`config.mk`:
```
export PLATFORM = sky130hd
export DESIGN_NAME = pe
export DESIGN_NICKNAME = d
export VERILOG_FILES = /design/src/design/pe_data_pkg.sv /design/src/design/pe_isa_pkg.sv /design/src/design/complex_alu.sv /design/src/design/data_mem.sv /design/src/design/inst_mem.sv /design/src/design/pe.sv /design/src/design/pe_decoder.sv
export VERILOG_INCLUDE_DIRS = /design/src /design/src/include
export SDC_FILE = /design/constraint.sdc
export NUM_CORES = 2
export LEC_CHECK = 0
export ABC_AREA = 1
export BUFFER_PORTS_ARGS = -buffer_cell sky130_fd_sc_hd__buf_2
export CELL_PAD_IN_SITES_DETAIL_PLACEMENT = 1
export CELL_PAD_IN_SITES_GLOBAL_PLACEMENT = 1
export CORE_AREA = 2 2 380 420
export CTS_CLUSTER_DIAMETER = 50
export DETAILED_ROUTE_END_ITERATION = 8
export DIE_AREA = 0 0 382 422
export PLACE_DENSITY = 0.81
export SYNTH_ARGS = -nofsm -noshare
export SYNTH_HDL_FRONTEND = slang
export SYNTH_HIERARCHICAL = 1
export SYNTH_SLANG_ARGS = --single-unit
export TNS_END_PERCENT = 1
```
`constraint.sdc`:
```
create_clock -name clk -period 6.2 [get_ports clk]
set_clock_uncertainty 0.05 [all_clocks]
set_input_delay 0.93 -clock clk [delete_from_list [all_inputs] [get_ports clk]]
set_output_delay 0.93 -clock clk [all_outputs]
set_load 0.02 [all_outputs]
```
`src/include/pe_settings.svh`:
```
`ifndef PE_SETTINGS_SVH
`define PE_SETTINGS_SVH

//////////////////////////////////////////////////
// Datapath widths
//////////////////////////////////////////////////

`define CPX_WIDTH   16          // One real or imaginary component
`define INST_WIDTH  32          // Full instruction word

//////////////////////////////////////////////////
// Memory sizes
//////////////////////////////////////////////////

`define IMEM_DEPTH  16          // Program slots
`define IMEM_AW     4
`define DMEM_DEPTH  16          // Complex sample slots
`define DMEM_AW     4

// Issue to dout_v, in cycles
`define PE_LATENCY  3

`endif

```
`src/design/pe_data_pkg.sv`:
```
`include "pe_settings.svh"

package pe_data_pkg;

    // Complex sample, real half on top
    typedef struct packed {
        logic signed [`CPX_WIDTH-1:0] re;
        logic signed [`CPX_WIDTH-1:0] im;
    } cpx_t;

    //////////////////////////////////////////////////
    // Datapath operations
    //////////////////////////////////////////////////
    // Own encoding, decoupled from the opcodes
    typedef enum logic [2:0] {
        ALU_PASS,               // din_1 straight through
        ALU_ADD,                // din_1 + din_2
        ALU_SUB,                // din_1 - din_2
        ALU_MUL,                // din_1 * din_2
        ALU_CMUL                // din_1 * conj(din_2)
    } alu_op_e;

endpackage

```
`src/design/pe_isa_pkg.sv`:
```
`include "pe_settings.svh"

package pe_isa_pkg;

    // Instruction set opcodes, 6 and 7 unused
    typedef enum logic [2:0] {
        OP_NOP  = 3'd0,
        OP_MOV  = 3'd1,
        OP_ADD  = 3'd2,
        OP_SUB  = 3'd3,
        OP_MUL  = 3'd4,
        OP_CMUL = 3'd5
    } opcode_e;

    // Bits left over after the used fields
    localparam int RSVD_WIDTH = `INST_WIDTH - 3 - 1 - 3 * `DMEM_AW;

    //////////////////////////////////////////////////
    // Instruction word, MSB first
    //////////////////////////////////////////////////
    typedef struct packed {
        opcode_e                opcode;     // Operation
        logic                   wb;         // Write result back
        logic [`DMEM_AW-1:0]    dst;        // Write-back address
        logic [`DMEM_AW-1:0]    src0;       // First operand
        logic [`DMEM_AW-1:0]    src1;       // Second operand
        logic [RSVD_WIDTH-1:0]  rsvd;       // Zero
    } inst_t;

endpackage

```
`src/design/complex_alu.sv`:
```
`timescale 1ns/10ps
`include "pe_settings.svh"

module complex_alu (
    input  logic                    clk,
    input  logic                    reset,
    input  logic                    alu_v,
    input  pe_data_pkg::alu_op_e    alu_op,
    input  pe_data_pkg::cpx_t       din_1,
    input  pe_data_pkg::cpx_t       din_2,
    output logic                    dout_v,
    output pe_data_pkg::cpx_t       dout
);

    localparam int W = `CPX_WIDTH;

    // Stage one registers
    logic                   v1;
    pe_data_pkg::alu_op_e   op1;
    logic signed [2*W-1:0]  p_rr;   // ar*br
    logic signed [2*W-1:0]  p_ii;   // ai*bi
    logic signed [2*W-1:0]  p_ri;   // ar*bi
    logic signed [2*W-1:0]  p_ir;   // ai*br
    logic signed [W-1:0]    lin_re; // Sum, difference or pass
    logic signed [W-1:0]    lin_im;

    // Stage two combine
    logic signed [2*W-1:0]  full_re;
    logic signed [2*W-1:0]  full_im;
    pe_data_pkg::cpx_t      res_next;

    //////////////////////////////////////////////////
    // Stage one
    //////////////////////////////////////////////////
    always_ff @(posedge clk) begin
        op1  <= alu_op;
        p_rr <= din_1.re * din_2.re;
        p_ii <= din_1.im * din_2.im;
        p_ri <= din_1.re * din_2.im;
        p_ir <= din_1.im * din_2.re;
        case (alu_op)
            pe_data_pkg::ALU_ADD: begin
                lin_re <= din_1.re + din_2.re;      // Wraps at W bits
                lin_im <= din_1.im + din_2.im;
            end
            pe_data_pkg::ALU_SUB: begin
                lin_re <= din_1.re - din_2.re;
                lin_im <= din_1.im - din_2.im;
            end
            default: begin
                lin_re <= din_1.re;
                lin_im <= din_1.im;
            end
        endcase
    end

    //////////////////////////////////////////////////
    // Stage two
    //////////////////////////////////////////////////
    always_comb begin
        full_re = {{W{lin_re[W-1]}}, lin_re};
        full_im = {{W{lin_im[W-1]}}, lin_im};
        case (op1)
            pe_data_pkg::ALU_MUL: begin
                full_re = p_rr - p_ii;
                full_im = p_ri + p_ir;
            end
            pe_data_pkg::ALU_CMUL: begin
                // Conjugate of din_2 flips the sign of bi
                full_re = p_rr + p_ii;
                full_im = p_ir - p_ri;
            end
            default: ;                              // Linear result as is
        endcase
        res_next.re = full_re[W-1:0];               // Keep low bits only
        res_next.im = full_im[W-1:0];
    end

    always_ff @(posedge clk) begin
        dout <= res_next;
    end

    // Valid pipe, one bit per stage
    always_ff @(posedge clk) begin
        if (reset) begin
            v1     <= 1'b0;
            dout_v <= 1'b0;
        end else begin
            v1     <= alu_v;
            dout_v <= v1;
        end
    end

endmodule

```
`src/design/data_mem.sv`:
```
`timescale 1ns/10ps
`include "pe_settings.svh"

module data_mem (
    input  logic                    clk,
    input  logic                    reset,
    input  logic [`DMEM_AW-1:0]     rd_addr0,
    input  logic [`DMEM_AW-1:0]     rd_addr1,
    input  logic                    wr_en,
    input  logic [`DMEM_AW-1:0]     wr_addr,
    input  pe_data_pkg::cpx_t       wr_data,
    output pe_data_pkg::cpx_t       rd_data0,
    output pe_data_pkg::cpx_t       rd_data1
);

    pe_data_pkg::cpx_t mem [`DMEM_DEPTH];   // Sample store

    //////////////////////////////////////////////////
    // Write port
    //////////////////////////////////////////////////
    always_ff @(posedge clk) begin
        if (wr_en) begin
            mem[wr_addr] <= wr_data;
        end
    end

    //////////////////////////////////////////////////
    // Two registered read ports
    //////////////////////////////////////////////////
    // Same-cycle write to the read address gives the old word
    always_ff @(posedge clk) begin
        if (reset) begin
            rd_data0 <= '0;
            rd_data1 <= '0;
        end else begin
            rd_data0 <= mem[rd_addr0];              // Operand A
            rd_data1 <= mem[rd_addr1];              // Operand B
        end
    end

endmodule

```
`src/design/inst_mem.sv`:
```
`timescale 1ns/10ps
`include "pe_settings.svh"

module inst_mem (
    input  logic                clk,
    input  logic                reset,
    input  logic                inst_in_v,
    input  pe_isa_pkg::inst_t   inst_in,
    output logic                issue_v,
    output pe_isa_pkg::inst_t   issue_inst
);

    localparam int PTR_W = `IMEM_AW + 1;    // Room for a full count

    pe_isa_pkg::inst_t      mem [`IMEM_DEPTH];
    logic [PTR_W-1:0]       load_ptr;       // Next slot, also the loaded count
    logic [PTR_W-1:0]       pc;
    logic [`IMEM_AW-1:0]    wr_addr;
    logic                   loading;        // Inside a burst
    logic                   running;

    // First word of a burst always lands in slot 0
    assign wr_addr = loading ? load_ptr[`IMEM_AW-1:0] : '0;

    always_ff @(posedge clk) begin
        if (inst_in_v) begin
            mem[wr_addr] <= inst_in;
        end
    end

    //////////////////////////////////////////////////
    // Load pointer, PC and run control
    //////////////////////////////////////////////////
    always_ff @(posedge clk) begin
        if (reset) begin
            load_ptr <= '0;
            pc       <= '0;
            loading  <= 1'b0;
            running  <= 1'b0;
        end else if (inst_in_v) begin
            loading  <= 1'b1;
            running  <= 1'b0;                       // Abort any run
            load_ptr <= loading ? load_ptr + 1'b1 : PTR_W'(1);
            pc       <= '0;
        end else if (loading) begin
            // Burst just ended, start from slot 0
            loading <= 1'b0;
            running <= 1'b1;
            pc      <= '0;
        end else if (running) begin
            if (pc == load_ptr - 1'b1) begin
                running <= 1'b0;                    // Last slot issued
            end
            pc <= pc + 1'b1;
        end
    end

    assign issue_v    = running;
    assign issue_inst = mem[pc[`IMEM_AW-1:0]];     // Async read of current slot

endmodule

```
`src/design/pe.sv`:
```
`timescale 1ns/10ps
`include "pe_settings.svh"

module pe (
    input  logic                clk,
    input  logic                reset,
    input  logic                din_v,
    input  pe_data_pkg::cpx_t   din_pe,
    input  logic                inst_in_v,
    input  pe_isa_pkg::inst_t   inst_in,
    output logic                dout_v,
    output pe_data_pkg::cpx_t   dout_pe,
    output logic                inst_out_v,
    output pe_isa_pkg::inst_t   inst_out
);

    logic                   issue_v;
    pe_isa_pkg::inst_t      issue_inst;     // Slot at the PC
    logic [`DMEM_AW-1:0]    rd_addr0;
    logic [`DMEM_AW-1:0]    rd_addr1;
    logic                   wr_en;
    logic [`DMEM_AW-1:0]    wr_addr;
    pe_data_pkg::cpx_t      wr_data;
    pe_data_pkg::cpx_t      rd_data0;
    pe_data_pkg::cpx_t      rd_data1;
    logic                   alu_v;
    pe_data_pkg::alu_op_e   alu_op;

    //////////////////////////////////////////////////
    // Forward to the next PE in the array
    //////////////////////////////////////////////////
    always_ff @(posedge clk) begin
        if (reset) begin
            inst_out_v <= 1'b0;
        end else begin
            inst_out_v <= inst_in_v;
        end
    end

    always_ff @(posedge clk) begin
        inst_out <= inst_in;                        // Qualified by inst_out_v
    end

    inst_mem u_imem (
        .clk        (clk),
        .reset      (reset),
        .inst_in_v  (inst_in_v),
        .inst_in    (inst_in),
        .issue_v    (issue_v),
        .issue_inst (issue_inst)
    );

    pe_decoder u_dec (
        .clk        (clk),
        .reset      (reset),
        .issue_v    (issue_v),
        .issue_inst (issue_inst),
        .din_v      (din_v),
        .din_pe     (din_pe),
        .res_v      (dout_v),                       // Write-back path
        .res        (dout_pe),
        .rd_addr0   (rd_addr0),
        .rd_addr1   (rd_addr1),
        .wr_en      (wr_en),
        .wr_addr    (wr_addr),
        .wr_data    (wr_data),
        .alu_v      (alu_v),
        .alu_op     (alu_op)
    );

    data_mem u_dmem (
        .clk        (clk),
        .reset      (reset),
        .rd_addr0   (rd_addr0),
        .rd_addr1   (rd_addr1),
        .wr_en      (wr_en),
        .wr_addr    (wr_addr),
        .wr_data    (wr_data),
        .rd_data0   (rd_data0),
        .rd_data1   (rd_data1)
    );

    complex_alu u_alu (
        .clk        (clk),
        .reset      (reset),
        .alu_v      (alu_v),
        .alu_op     (alu_op),
        .din_1      (rd_data0),
        .din_2      (rd_data1),
        .dout_v     (dout_v),
        .dout       (dout_pe)
    );

endmodule

```
`src/design/pe_decoder.sv`:
```
`timescale 1ns/10ps
`include "pe_settings.svh"

module pe_decoder (
    input  logic                    clk,
    input  logic                    reset,
    input  logic                    issue_v,
    input  pe_isa_pkg::inst_t       issue_inst,
    input  logic                    din_v,
    input  pe_data_pkg::cpx_t       din_pe,
    input  logic                    res_v,
    input  pe_data_pkg::cpx_t       res,
    output logic [`DMEM_AW-1:0]     rd_addr0,
    output logic [`DMEM_AW-1:0]     rd_addr1,
    output logic                    wr_en,
    output logic [`DMEM_AW-1:0]     wr_addr,
    output pe_data_pkg::cpx_t       wr_data,
    output logic                    alu_v,
    output pe_data_pkg::alu_op_e    alu_op
);

    localparam int DEPTH = `PE_LATENCY;     // Decode reg plus ALU stages

    pe_data_pkg::alu_op_e   op_next;
    logic                   op_valid;       // Legal non-NOP opcode
    logic [`DMEM_AW-1:0]    dst_q [DEPTH];  // Index 0 is youngest
    logic [DEPTH-1:0]       wb_q;
    logic [`DMEM_AW-1:0]    load_ptr;
    logic [`DMEM_AW-1:0]    load_addr;
    logic                   din_v_q;

    // Operands leave in the issue cycle
    assign rd_addr0 = issue_inst.src0;
    assign rd_addr1 = issue_inst.src1;

    //////////////////////////////////////////////////
    // Opcode to ALU op
    //////////////////////////////////////////////////
    always_comb begin
        op_valid = 1'b1;
        op_next  = pe_data_pkg::ALU_PASS;
        case (issue_inst.opcode)
            pe_isa_pkg::OP_MOV:  op_next = pe_data_pkg::ALU_PASS;
            pe_isa_pkg::OP_ADD:  op_next = pe_data_pkg::ALU_ADD;
            pe_isa_pkg::OP_SUB:  op_next = pe_data_pkg::ALU_SUB;
            pe_isa_pkg::OP_MUL:  op_next = pe_data_pkg::ALU_MUL;
            pe_isa_pkg::OP_CMUL: op_next = pe_data_pkg::ALU_CMUL;
            default:             op_valid = 1'b0;   // NOP and spare codes
        endcase
    end

    always_ff @(posedge clk) begin
        if (reset) begin
            alu_v   <= 1'b0;
            wb_q    <= '0;
            din_v_q <= 1'b0;
            load_ptr <= '0;
        end else begin
            alu_v   <= issue_v & op_valid;
            wb_q    <= {wb_q[DEPTH-2:0], issue_v & op_valid & issue_inst.wb};
            din_v_q <= din_v;
            if (din_v) begin
                load_ptr <= load_addr + 1'b1;
            end
        end
    end

    // Op and destination ride along, valid bits gate them
    always_ff @(posedge clk) begin
        alu_op   <= op_next;
        dst_q[0] <= issue_inst.dst;
        for (int i = 1; i < DEPTH; i++) begin
            dst_q[i] <= dst_q[i-1];
        end
    end

    // Each data burst restarts at address 0
    assign load_addr = din_v_q ? load_ptr : '0;

    //////////////////////////////////////////////////
    // Data memory write source
    //////////////////////////////////////////////////
    always_comb begin
        if (din_v) begin                            // External load wins
            wr_en   = 1'b1;
            wr_addr = load_addr;
            wr_data = din_pe;
        end else begin
            wr_en   = res_v & wb_q[DEPTH-1];        // Aligned with dout_v
            wr_addr = dst_q[DEPTH-1];
            wr_data = res;
        end
    end

endmodule

```
==> impl_metrics.tcl <==
set metrics [dict create \
    drt-initial-drc-count 4573 \
    cts-htree-levels 4 \
    overflow 0 \
    status "finished, final reports clean" \
    grt_pass1_vias 61800 \
    grt_max_degree 164 \
    die_w_um 382 \
    crit_type "flop to flop" \
    cp-start-kind "flop" \
    numCtsBuffers 131 \
    clk_path_buf_depth 3 \
    cts_resized 0 \
    cap_violations 0 \
    setup_viol 0 \
    finalPower_mw 23.7 \
    top_usage_layer "met2" \
    whs_ns 0.148 \
    drive_above_1_share_pct 7.13 \
    syn_area_per_cell_sq_um 8.29 \
    cp-end-kind "flop" \
    fmax_mhz 174 \
    fp.dieH_um 422 \
    synth.cell_area_sq_um 67800 \
    clock_latency_ns 0.84 \
    worstPathMaxFanout 19 \
    post-dp-hpwl_mm 160 \
    die_area_sq_um 161000 \
    use_met3_pct 5.19 \
    rows 153 \
    pin_count 134 \
    final.setup.tns_ns 0 \
    peakVddDrop_uv 264 \
    grtUsageMet2_pct 49.6 \
    viasPerCell 5.51 \
    cp.arrival_ns 6.39 \
    hold_path_class "input pin to flop" \
    clkSlewWorstSetupHoldPaths_ns 0.06 \
    relSlewSlack_pct 3.08 \
    hold_violations 0 \
    cp.required_ns 6.83 \
    nets 8845 \
    drcViolationCount 0 \
    core_sq_um 157000 \
    start_util_pct 43.1 \
    cts_sinks 1038 \
    final_cell_mix "nand2_1 (2293), inv_1 (1644), nand3_1 (1141), edfxtp_1 (768), fa_1 (320)" \
    routed_wl_mm 239 \
    area_growth_pct 10.1 \
    wl_per_cell_um 23.1 \
    slew_violations 0 \
    cts_tree "done" \
    tightest_slew_ns 1.45 \
    ant_nets 0 \
    portBuffers 133 \
    dr.pass1.iters 6 \
    rsz0062_at_grt "no" \
    synth_fp_nets 8881 \
    netlist_instances 8179 \
    p_leak_nw 36.1 \
    postCtsHoldBufs 0 \
    met1_usage_pct 34.6 \
    final_common_cell "nand2_1" \
    vias 57000 \
    cts-root-buf "clkbuf_16" \
    fin_crit_ns 5.75 \
    ys_warn_count 6 \
    gp_congestion 0.929 \
    fin_crit_sh_pct 92.8 \
    postCtsSetupRepairBufs 0 \
    grt_use_total_pct 29.3 \
    powerDensity_nw_per_um2 318 \
    grt_pass1_wl_mm 362 \
    antenna_found_initial 19 \
]
==> state kept, by name (all words and copies together), names as in the netlist, 16 cells and up, named ones only <==
register and count:
inst_out 32, u_alu/dout 32, u_alu/lin_im 16, u_alu/lin_re 16
u_alu/p_ii 16, u_alu/p_ir 16, u_alu/p_ri 16, u_alu/p_rr 16
u_dmem/mem 512, u_dmem/rd_data0 32, u_dmem/rd_data1 32, u_imem/mem 256
==> stage by stage <==
| step | cell area (sq um) | util [%] | worst slack [ns] | cells |
|---|---|---|---|---|
| floorplan | 67800 | - | 0.792 | 8179 |
| global placement | 70000 | 44.5 | 0.725 | 10100 |
| detailed placement | 70000 | 44.5 | 0.561 | 10100 |
| CTS | 74600 | 47.5 | 0.511 | 10300 |
| global route | 74600 | 47.5 | 0.266 | 10300 |
| finish | 74600 | 47.5 | 0.448 | 10300 |
==> path summary, 6_finish.rpt <==
path / to / cells past startpoint / startpoint / slack, ns
worst max-delay path: u_alu/p_ri[15] / 20 / u_dmem/rd_data0[17] / 0.45
worst min register to register: u_dec/dst_q[0][11] / 0 / u_dec/dst_q[0][7] / 0.28
worst min-delay path: inst_out[11] / 1 / inst_in[11] / 0.15
worst max register to register: u_alu/p_ri[15] / 20 / u_dmem/rd_data0[17] / 0.45
==> worst max-delay path, stage by stage (launching register included) <==
cell     delay [ns]
dfxtp_1        1.12
buf_12         0.27
nand2_1        0.09
fa_1           0.41
inv_1          0.08
fa_1           0.41
inv_1          0.09
fa_1           0.41
fa_1           0.52
fa_1           0.43
fa_1           0.54
inv_1          0.08
ha_1           0.32
inv_1          0.10
nor3_1         0.07
nand2_1        0.07
nand3_1        0.07
a31oi_1        0.26
inv_1          0.09
nand3_1        0.09
nand2_1        0.05
==> layout make-up <==
| class | instances | area, sq um |
|---|---|---|
| Fill cell | 18700 | 82600 |
| Multi-Input combinational cell | 5025 | 30700 |
| Sequential cell | 1038 | 28500 |
| Inverter | 1661 | 6250 |
| Clock buffer | 167 | 3540 |
| Tap cell | 2092 | 2620 |
| Timing Repair Buffer | 286 | 1970 |
| Clock inverter | 74 | 1080 |
| Antenna cell | 4 | 10.0 |
==> report_power, final <==
part / total [mW] / switching [mW] / internal (mW) / leakage (nW)
combinational: 7.12 / 4.82 / 2.30 / 24.7
sequential: 8.58 / 0.487 / 8.10 / 9.23
clock: 8.00 / 3.34 / 4.66 / 2.20
total: 23.7 / 8.65 / 15.1 / 36.1
==> metal layers <==
metal,wire length (um),part of all wire [%]
met5,55,0.023
met4,15500,6.5
met3,18400,7.7
met2,116000,48
met1,89600,37
(Power assumes the default switching activity.)
